===== src/bcd_pkg.sv =====
`default_nettype none

package bcd_pkg;

	// ----------------------------------------
	// bus and pipeline constants
	// ----------------------------------------

	// width of the wishbone data bus
	localparam int wb_dw = 32;

	// clock cycles from stable operands to a registered sum
	// this is also the number of adder rows in the pipe
	localparam int add_latency = 3;

	// ----------------------------------------
	// register map, word addresses
	// ----------------------------------------

	localparam logic [5:0] reg_ctrl = 6'd0;
	localparam logic [5:0] reg_status = 6'd1;
	// operand B and the result follow A, each NW words long
	localparam logic [5:0] reg_a_base = 6'd2;

	// ----------------------------------------
	// enums and bus structs
	// ----------------------------------------

	// subtract uses the nines' complement of B with carry in set
	typedef enum logic {
		op_add = 1'b0,
		op_sub = 1'b1
	} bcd_op_e;

	typedef enum logic {
		st_idle = 1'b0,
		st_run = 1'b1
	} seq_state_e;

	// master to slave, held stable until ack
	typedef struct packed {
		logic cyc;
		logic stb;
		logic we;
		logic [5:0] adr;
		logic [wb_dw-1:0] dat;
	} wb_req_t;

	// slave to master, read data is valid together with ack
	typedef struct packed {
		logic ack;
		logic [wb_dw-1:0] dat;
	} wb_rsp_t;

	// low four bits of the status word, err in bit 0
	typedef struct packed {
		logic busy;
		logic done;
		logic carry;
		logic err;
	} bcd_status_t;

endpackage

`default_nettype wire

===== src/bcd_accel.sv =====
`timescale 1ns/10ps
`default_nettype none

// decimal add and subtract accelerator behind a wishbone classic slave
// operands are NW words of packed BCD, eight digits per word
module bcd_accel #(
	parameter int NW = 2
) (
	input logic clk,
	input logic rst,
	input bcd_pkg::wb_req_t wb_req,
	output bcd_pkg::wb_rsp_t wb_rsp
);

	// control between register file and sequencer
	logic start;
	logic digit_ok;
	logic busy;
	logic result_we;
	logic set_err;
	logic timer_load;
	logic expired;

	// adder datapath, four byte lanes per word
	logic [NW*32-1:0] add_a;
	logic [NW*32-1:0] add_b;
	logic add_ci;
	logic [NW*32-1:0] sum;
	logic co;

	bcd_regs #(
		.NW(NW)
	) u_regs (
		.clk(clk),
		.rst(rst),
		.wb_req(wb_req),
		.wb_rsp(wb_rsp),
		.busy(busy),
		.result_we(result_we),
		.set_err(set_err),
		.start(start),
		.digit_ok(digit_ok),
		.add_a(add_a),
		.add_b(add_b),
		.sum(sum),
		.add_ci(add_ci),
		.co(co)
	);

	bcd_seq u_seq (
		.clk(clk),
		.rst(rst),
		.start(start),
		.digit_ok(digit_ok),
		.expired(expired),
		.timer_load(timer_load),
		.busy(busy),
		.result_we(result_we),
		.set_err(set_err)
	);

	bcd_latency_timer u_timer (
		.clk(clk),
		.rst(rst),
		.load(timer_load),
		.expired(expired)
	);

	bcd_add_pipe #(
		.N(4 * NW)
	) u_pipe (
		.clk(clk),
		.a(add_a),
		.b(add_b),
		.ci(add_ci),
		.sum(sum),
		.co(co)
	);

endmodule

`default_nettype wire


===== src/bcd_regs.sv =====
`timescale 1ns/10ps
`default_nettype none

// wishbone classic slave holding the operands, the opcode, the result and status
// it also prepares the adder inputs and checks that every operand digit is 0 to 9
module bcd_regs #(
	parameter int NW = 2
) (
	input logic clk,
	input logic rst,
	input bcd_pkg::wb_req_t wb_req,
	output bcd_pkg::wb_rsp_t wb_rsp,
	input logic busy,
	input logic result_we,
	input logic set_err,
	output logic start,
	output logic digit_ok,
	output logic [NW*32-1:0] add_a,
	output logic [NW*32-1:0] add_b,
	input logic [NW*32-1:0] sum,
	output logic add_ci,
	input logic co
);
	import bcd_pkg::*;

	localparam logic [5:0] reg_b_base = reg_a_base + 6'(NW);
	localparam logic [5:0] reg_r_base = reg_a_base + 6'(2 * NW);

	logic ack_q;
	logic [wb_dw-1:0] rdat;
	logic [wb_dw-1:0] rdat_q;
	logic [NW*32-1:0] a_q;
	logic [NW*32-1:0] b_q;
	logic [NW*32-1:0] res_q;
	bcd_op_e op_q;
	logic done_q;
	logic carry_q;
	logic err_q;
	bcd_status_t status;
	logic req;
	logic wr_ok;

	assign req = wb_req.cyc && wb_req.stb;
	// writes land in the ack cycle, and never while a job is starting or running
	assign wr_ok = req && wb_req.we && ack_q && !busy && !start;

	assign status = '{busy: busy, done: done_q, carry: carry_q, err: err_q};

	// ----------------------------------------
	// read decode where unmapped words read zero
	// ----------------------------------------
	always_comb begin
		rdat = '0;
		if (wb_req.adr == reg_ctrl)
			rdat = {{(wb_dw-2){1'b0}}, op_q, 1'b0};
		if (wb_req.adr == reg_status)
			rdat = {{(wb_dw-4){1'b0}}, status};
		for (int w = 0; w < NW; w++) begin
			if (wb_req.adr == reg_a_base + 6'(w))
				rdat = a_q[w*32 +: 32];
			if (wb_req.adr == reg_b_base + 6'(w))
				rdat = b_q[w*32 +: 32];
			if (wb_req.adr == reg_r_base + 6'(w))
				rdat = res_q[w*32 +: 32];
		end
	end

	// ----------------------------------------
	// bus handshake, register writes, status
	// ----------------------------------------
	always_ff @(posedge clk) begin
		if (rst) begin
			ack_q <= 1'b0;
			rdat_q <= '0;
			start <= 1'b0;
			op_q <= op_add;
			a_q <= '0;
			b_q <= '0;
			res_q <= '0;
			done_q <= 1'b0;
			carry_q <= 1'b0;
			err_q <= 1'b0;
		end else begin
			// one wait cycle, then ack for exactly one cycle
			ack_q <= req && !ack_q;
			rdat_q <= rdat;
			start <= wr_ok && (wb_req.adr == reg_ctrl) && wb_req.dat[0];
			if (wr_ok) begin
				if (wb_req.adr == reg_ctrl)
					op_q <= bcd_op_e'(wb_req.dat[1]);
				for (int w = 0; w < NW; w++) begin
					if (wb_req.adr == reg_a_base + 6'(w))
						a_q[w*32 +: 32] <= wb_req.dat;
					if (wb_req.adr == reg_b_base + 6'(w))
						b_q[w*32 +: 32] <= wb_req.dat;
				end
			end
			// a new job wipes the outcome of the last one
			if (start) begin
				done_q <= 1'b0;
				err_q <= 1'b0;
			end
			if (result_we) begin
				res_q <= sum;
				carry_q <= co;
				done_q <= 1'b1;
			end
			// the previous result stays untouched on an error
			if (set_err)
				err_q <= 1'b1;
		end
	end

	assign wb_rsp.ack = ack_q;
	assign wb_rsp.dat = rdat_q;

	// ----------------------------------------
	// adder operands and digit check
	// ----------------------------------------
	always_comb begin
		add_a = a_q;
		add_ci = (op_q == op_sub);
		// subtract adds the nines' complement of B, digit by digit
		for (int i = 0; i < NW*8; i++) begin
			if (op_q == op_sub)
				add_b[i*4 +: 4] = 4'd9 - b_q[i*4 +: 4];
			else
				add_b[i*4 +: 4] = b_q[i*4 +: 4];
		end
	end

	always_comb begin
		digit_ok = 1'b1;
		for (int i = 0; i < NW*8; i++) begin
			if (a_q[i*4 +: 4] > 4'd9 || b_q[i*4 +: 4] > 4'd9)
				digit_ok = 1'b0;
		end
	end

	// ack answers a request that the master still holds, and never lasts two cycles
	a_ack_single: assert property (@(posedge clk) disable iff (rst)
		wb_rsp.ack |-> req && !$past(wb_rsp.ack));

endmodule

`default_nettype wire


===== src/bcd_seq.sv =====
`timescale 1ns/10ps
`default_nettype none

// runs one job at a time through the adder pipe
// a start with bad digits only raises the error flag and stays idle
module bcd_seq (
	input logic clk,
	input logic rst,
	input logic start,
	input logic digit_ok,
	input logic expired,
	output logic timer_load,
	output logic busy,
	output logic result_we,
	output logic set_err
);
	import bcd_pkg::*;

	seq_state_e state;

	// ----------------------------------------
	// state register and pulses
	// ----------------------------------------
	always_ff @(posedge clk) begin
		if (rst) begin
			state <= st_idle;
			timer_load <= 1'b0;
			set_err <= 1'b0;
		end else begin
			// both pulses last a single cycle
			timer_load <= 1'b0;
			set_err <= 1'b0;
			case (state)
				st_idle: begin
					if (start) begin
						if (digit_ok) begin
							// operands already sit at the pipe inputs
							timer_load <= 1'b1;
							state <= st_run;
						end else begin
							set_err <= 1'b1;
						end
					end
				end
				st_run: begin
					// the sum is valid while expired is high
					if (expired)
						state <= st_idle;
				end
				default: state <= st_idle;
			endcase
		end
	end

	// ----------------------------------------
	// outputs decoded from the state
	// ----------------------------------------
	assign busy = (state == st_run);

	// capture in the cycle the timer runs out, four cycles after start
	assign result_we = (state == st_run) && expired;

	// a capture only closes a job that loaded the timer one latency earlier
	a_result_in_run: assert property (@(posedge clk) disable iff (rst)
		result_we |-> (state == st_run) && $past(timer_load, add_latency));

endmodule

`default_nettype wire


===== src/bcd_latency_timer.sv =====
`timescale 1ns/10ps
`default_nettype none

// counts the adder latency down after a load
// expired is high in the last cycle of the count, add_latency cycles after load
module bcd_latency_timer (
	input logic clk,
	input logic rst,
	input logic load,
	output logic expired
);
	import bcd_pkg::*;

	logic [1:0] cnt;

	always_ff @(posedge clk) begin
		if (rst) begin
			cnt <= 2'd0;
		end else if (load) begin
			cnt <= 2'(add_latency);
		end else if (cnt != 2'd0) begin
			cnt <= cnt - 2'd1;
		end
	end

	// the count reaches zero on the next edge
	assign expired = (cnt == 2'd1);

	// every expiry belongs to a load exactly one latency earlier
	a_expired_after_load: assert property (@(posedge clk) disable iff (rst)
		expired |-> $past(load, add_latency));

endmodule

`default_nettype wire


===== src/bcd_add_pipe.sv =====
`timescale 1ns/10ps
`default_nettype none

// N byte lanes of packed BCD, added in add_latency registered rows
// the first row adds a and b lane by lane and keeps each lane carry to itself
// middle rows add the carries of the row before, shifted up one lane
// the last row takes its lane carries from a lookahead across runs of 99 lanes,
// so a carry that has to ripple through several lanes still lands in one cycle
module bcd_add_pipe #(
	parameter int N = 8
) (
	input logic clk,
	input logic [N*8-1:0] a,
	input logic [N*8-1:0] b,
	input logic ci,
	output logic [N*8-1:0] sum,
	output logic co
);
	import bcd_pkg::*;

	localparam int rows = add_latency;
	localparam int last = rows - 1;

	// combinational cell outputs of every row
	logic [N*8-1:0] row_o [rows];
	logic [N-1:0] row_d [rows];
	// one-bit carry fed into each lane, row 0 only sees ci in lane 0
	logic [N-1:0] row_sh [rows];
	// registered sums and lane carries between rows
	logic [N*8-1:0] row_s [last];
	logic [N-1:0] row_c [last];
	// top-lane carries gathered so far, one register per row
	logic [last-1:0] row_t;
	logic [N-1:0] last_cin;

	assign row_sh[0] = {{(N-1){1'b0}}, ci};
	assign row_sh[last] = last_cin;

	// ----------------------------------------
	// rows of digit cells
	// ----------------------------------------
	for (genvar k = 0; k < rows; k++) begin : g_row
		for (genvar g = 0; g < N; g++) begin : g_lane
			if (k == 0) begin : g_first
				bcd_digit_add u_cell (
					.a(a[g*8 +: 8]),
					.b(b[g*8 +: 8]),
					.ci(row_sh[0][g]),
					.o(row_o[0][g*8 +: 8]),
					.co(row_d[0][g])
				);
			end else begin : g_next
				// later rows add a single carry bit to the previous sum
				bcd_digit_add u_cell (
					.a(row_s[k-1][g*8 +: 8]),
					.b({7'd0, row_sh[k][g]}),
					.ci(1'b0),
					.o(row_o[k][g*8 +: 8]),
					.co(row_d[k][g])
				);
			end
		end
		if (k > 0 && k < last) begin : g_shift
			assign row_sh[k] = {row_c[k-1][N-2:0], 1'b0};
		end
	end

	// carry into each lane of the last row, passed on through lanes sitting at 99
	always_comb begin
		logic cy;
		cy = 1'b0;
		for (int g = 0; g < N; g++) begin
			last_cin[g] = cy;
			cy = row_c[last-1][g] | (cy & (row_s[last-1][g*8 +: 8] == 8'h99));
		end
	end

	// ----------------------------------------
	// row registers and output
	// ----------------------------------------
	for (genvar k = 0; k < last; k++) begin : g_reg
		always_ff @(posedge clk) begin
			row_s[k] <= row_o[k];
			row_c[k] <= row_d[k];
		end
		// the top lane carry leaves the adder instead of shifting up
		if (k == 0) begin : g_t0
			always_ff @(posedge clk)
				row_t[0] <= row_d[0][N-1];
		end else begin : g_tn
			always_ff @(posedge clk)
				row_t[k] <= row_t[k-1] | row_d[k][N-1];
		end
	end

	always_ff @(posedge clk) begin
		sum <= row_o[last];
		co <= row_t[last-1] | row_d[last][N-1];
	end

	// a lane holding a carry from the row above can never overflow again in the
	// last row, so merging both carries into the lookahead loses nothing
	a_no_double_carry: assert property (@(posedge clk) (row_c[last-1] & row_d[last]) == '0);

endmodule

`default_nettype wire


===== src/bcd_digit_add.sv =====
`timescale 1ns/10ps
`default_nettype none

// adds one byte lane, that is two packed BCD digits, plus a carry in
// the result is a valid BCD byte and a decimal carry out of the lane
module bcd_digit_add (
	input logic [7:0] a,
	input logic [7:0] b,
	input logic ci,
	output logic [7:0] o,
	output logic co
);

	// one decimal digit position, returns {carry, digit}
	function automatic logic [4:0] nib_add(input logic [3:0] x, input logic [3:0] y,
		input logic c);
		logic [4:0] raw;
		raw = {1'b0, x} + {1'b0, y} + {4'd0, c};
		// anything past nine wraps by adding six, which also clears the 4-bit overflow
		if (raw > 5'd9)
			nib_add = {1'b1, raw[3:0] + 4'd6};
		else
			nib_add = {1'b0, raw[3:0]};
	endfunction

	logic [4:0] lo;
	logic [4:0] hi;

	always_comb begin
		// low digit first, its carry ripples straight into the high digit
		lo = nib_add(a[3:0], b[3:0], ci);
		hi = nib_add(a[7:4], b[7:4], lo[4]);
		o = {hi[3:0], lo[3:0]};
		co = hi[4];
	end

endmodule

`default_nettype wire


===== config.mk =====
export PLATFORM = sky130hd
export DESIGN_NAME = bcd_accel
export DESIGN_NICKNAME = d
export VERILOG_FILES = /design/src/bcd_pkg.sv /design/src/bcd_accel.sv /design/src/bcd_regs.sv /design/src/bcd_seq.sv /design/src/bcd_latency_timer.sv /design/src/bcd_add_pipe.sv /design/src/bcd_digit_add.sv
export SDC_FILE = /design/constraint.sdc
export NUM_CORES = 1
export LEC_CHECK = 0
export BUFFER_PORTS_ARGS = -buffer_cell sky130_fd_sc_hd__buf_2
export CAP_MARGIN = 10
export CORE_ASPECT_RATIO = 0.9
export CORE_UTILIZATION = 40
export DETAILED_ROUTE_END_ITERATION = 6
export GPL_TIMING_DRIVEN = 0
export PLACE_DENSITY = 0.59
export RECOVER_POWER = 50
export SYNTH_ARGS = -nofsm -noshare
export SYNTH_HDL_FRONTEND = slang
export SYNTH_HIERARCHICAL = 1
export SYNTH_SLANG_ARGS = --single-unit
export TNS_END_PERCENT = 50

===== constraint.sdc =====
create_clock -name clk -period 9.12 [get_ports clk]
set_clock_uncertainty 0.15 [all_clocks]
set_input_delay 0.912 -clock clk [delete_from_list [all_inputs] [get_ports clk]]
set_output_delay 0.912 -clock clk [all_outputs]
set_load 0.02 [all_outputs]

==> results_dict.tcl <==
set metrics [dict create \
    outcome "complete, no violations" \
    r2r_start "u_pipe/row_s[0][73]$_DFF_P_" \
    min_from "u_pipe/row_c[0][7]$_DFF_P_" \
    core_area_um2 63000 \
    h-tree-depth 2 \
    grt_pass1_wl_mm 114 \
    period_needed_ps 7390 \
    ff2ff_path_depth 21 \
    final_common_cell "dfxtp_1" \
    first_pass_iters 6 \
    die_y_um 242 \
    p_per_area_nw_per_um2 194 \
    fillers 5994 \
    drcViolationCount 0 \
    yosysUniqueCellTypes 71 \
    synth.avg_cell_area_um2 10.4 \
    worstSetupPathType "reg -> reg" \
    wl_per_cell_um 20.4 \
    dp_hpwl_mm 57.9 \
    finalSetupViolCount 0 \
    ant_nets 0 \
    portBuffers 75 \
    cts_num_sinks 444 \
    worstPathArrival_ps 7710 \
    holdPathEnd "u_pipe/row_t[1]$_DFF_P_" \
    cts.path.max_buffers 3 \
    totalWireLength_mm 74.6 \
    cp.required_ps 9440 \
    routed-via-count 19900 \
    drv_slew 0 \
    core.rowCount 87 \
    synth_cells 2476 \
    end_kind "flip-flop" \
    synth_ff_type "dfxtp_1" \
    start_util_pct 40.7 \
    setup_tns_ps 0 \
    drv_cap 0 \
    worstMarginPinSlew_ps 1390 \
    grt_pass1_vias 20000 \
    final_cell_mix "dfxtp_1 (444), mux2i_1 (244), nor2_1 (211), ha_1 (210), conb_1 (169)" \
    synth_enable_flop_cells 0 \
    hold_violations 0 \
    grt_max_degree 13 \
    finalNetCount 3121 \
    routed_via_density 5.44 \
    gp_congestion 0.959 \
    die_x_um 269 \
    hold_class "reg -> reg" \
    fmax_mhz 135 \
    r2r_setup_slack_ps 1730 \
    synth-seq-cells 444 \
    cts_setup_buffers 0 \
    critPathMaxFanout 3 \
    leakage_nw 12.7 \
    cts_made_buffers 50 \
    synthArstFlopShare_pct 0 \
    ys_warn_count 6 \
    drt-initial-drc-count 1525 \
    grtUsageTotal_pct 23.0 \
    drive_gt1_share_pct 10.1 \
    holdPathStages 1 \
    grt_overflow_total 0 \
    clk_pin_slew_ps 60 \
    rsz0062_at_grt "no" \
    antenna_found_initial 11 \
    clock_latency_ps 620 \
    cts_resized 0 \
    critPathLaunchType "flip-flop" \
    dieArea_um2 65100 \
    slew-limit-headroom_pct 6.56 \
    min_period_over_period_pct 81.0 \
    syn2layout_area_growth_pct 13.3 \
    io_pins 76 \
    r2r-end "u_pipe/sum[63]$_DFF_P_" \
    syn-cell-area_um2 25600 \
    root_buffer "clkbuf_16" \
    tritoncts "done" \
    vdd_drop_max_uv 131 \
    multi_input_area_um2 16200 \
    fin_util_pct 46.1 \
    cts.hold.buffers_added 0 \
    seq_area_um2 8890 \
    seq_area_frac_synth_pct 34.7 \
]
==> cell type report <==
cell class | instances | area share (%)
diodes | 6 | 0.0517
plain buffers | 98 | 1.56
clock buffers | 74 | 5.00
clock inverters | 13 | 0.422
inverters | 135 | 1.74
multi-input cells | 1967 | 55.8
flip-flops and latches | 444 | 30.6
well taps | 845 | 3.64
repair buffers | 76 | 1.16
==> sequential cells by signal (all words and copies together), names as in the netlist, 2 cells and up <==
signal	count
u_pipe/row_s	128
u_regs/add_a	64
u_regs/b_q	64
u_pipe/row_c	15
u_regs/res_q	64
u_regs/rdat_q	32
u_timer/cnt	2
u_pipe/sum	64
==> worst max-delay path by stage <==
stage                                 from                      to  cells after the start
6_report       u_pipe/row_s[0][73]$_DFF_P_  u_pipe/sum[63]$_DFF_P_                     21
4_1_cts        u_pipe/row_s[0][73]$_DFF_P_  u_pipe/sum[63]$_DFF_P_                     21
3_3_place_gp   u_pipe/row_s[0][77]$_DFF_P_  u_pipe/sum[63]$_DFF_P_                     20
3_5_place_dp   u_pipe/row_s[0][72]$_DFF_P_  u_pipe/sum[63]$_DFF_P_                     21
5_1_grt        u_pipe/row_s[0][72]$_DFF_P_  u_pipe/sum[63]$_DFF_P_                     21
2_1_floorplan  u_pipe/row_s[0][77]$_DFF_P_  u_pipe/sum[55]$_DFF_P_                     20
==> power breakdown <==
group | total [mW] | switching [mW] | internal (mW)
registers | 2.29 | 0.124 | 2.17
clock network | 1.96 | 0.814 | 1.15
logic | 1.37 | 0.749 | 0.620
==> metal layers <==
layer	part of all wire, %	track usage (%)	routed length [µm]
met5	0.016	0	12
met4	4.1	9.64	3050
met3	7.8	5.16	5850
met2	44	35.7	32800
met1	44	30.6	32900
==> synth_stat cells, drive strengths merged, types with 19 or more instances <==
| cell | n | area share, % |
|---|---|---|
| or3b | 19 | 0.65 |
| a22oi | 32 | 0.94 |
| o21ai | 52 | 1.0 |
| and3 | 48 | 1.2 |
| mux2i | 244 | 9.5 |
| o22ai | 70 | 1.7 |
| nor2b | 98 | 2.4 |
| a31o | 51 | 1.7 |
| dfxtp | 444 | 35 |
| buf | 51 | 1.2 |
| nand2 | 54 | 0.79 |
| nor2 | 212 | 3.1 |
| clkbuf | 47 | 0.69 |
| a2111oi | 52 | 2.5 |
| a21oi | 153 | 3.0 |
| ha | 210 | 10 |
| nand3 | 50 | 0.98 |
| inv | 135 | 2.0 |
| a21o | 48 | 1.5 |
| fa | 96 | 7.5 |
| o31ai | 50 | 4.1 |
| xnor2 | 113 | 3.9 |
==> metrics by stage <==
stage          hold WS (ps)  setup slack (ps)  total power, mW  area (µm²)  instances
2_1_floorplan           239              3920             3.37       26300       2644
3_3_place_gp            246              2010             3.64       27700       3564
3_5_place_dp            249              2160             3.70       27700       3565
4_1_cts                 263              2130             5.69       29300       3652
5_1_grt                 276              1230             5.94       29000       3654
6_report                261              1730             5.63       29100       3658
==> worst max-delay path: stages, from the launching register on <==
cell and delay, ps:
dfxtp_1 350, nor3b_1 320, a41oi_1 340, a211oi_1 1170
a31oi_1 570, buf_4 350, o31ai_2 420, fa_1 290
fa_1 420, inv_1 120, ha_1 210, nor2b_1 140
a31o_1 190, o31ai_4 100, fa_1 440, fa_1 410
xnor2_1 180, ha_1 250, nor2b_1 130, a31o_1 220
a2111oi_0 380, nor2b_1 90
==> logic make-up after synthesis <==
group	count (synthesis)	share of synthesized area [%]
other	1	0.0146
adder cells (fa/ha/maj)	306	17.7
multiplexers	244	9.53
XOR/XNOR	129	4.41
flip-flops	444	34.7
AND/OR/NAND/NOR	540	11.1
AO/OA/AOI/OAI	579	18.7
buffers and inverters	233	3.86
Power figures use the tool's default switching activity.
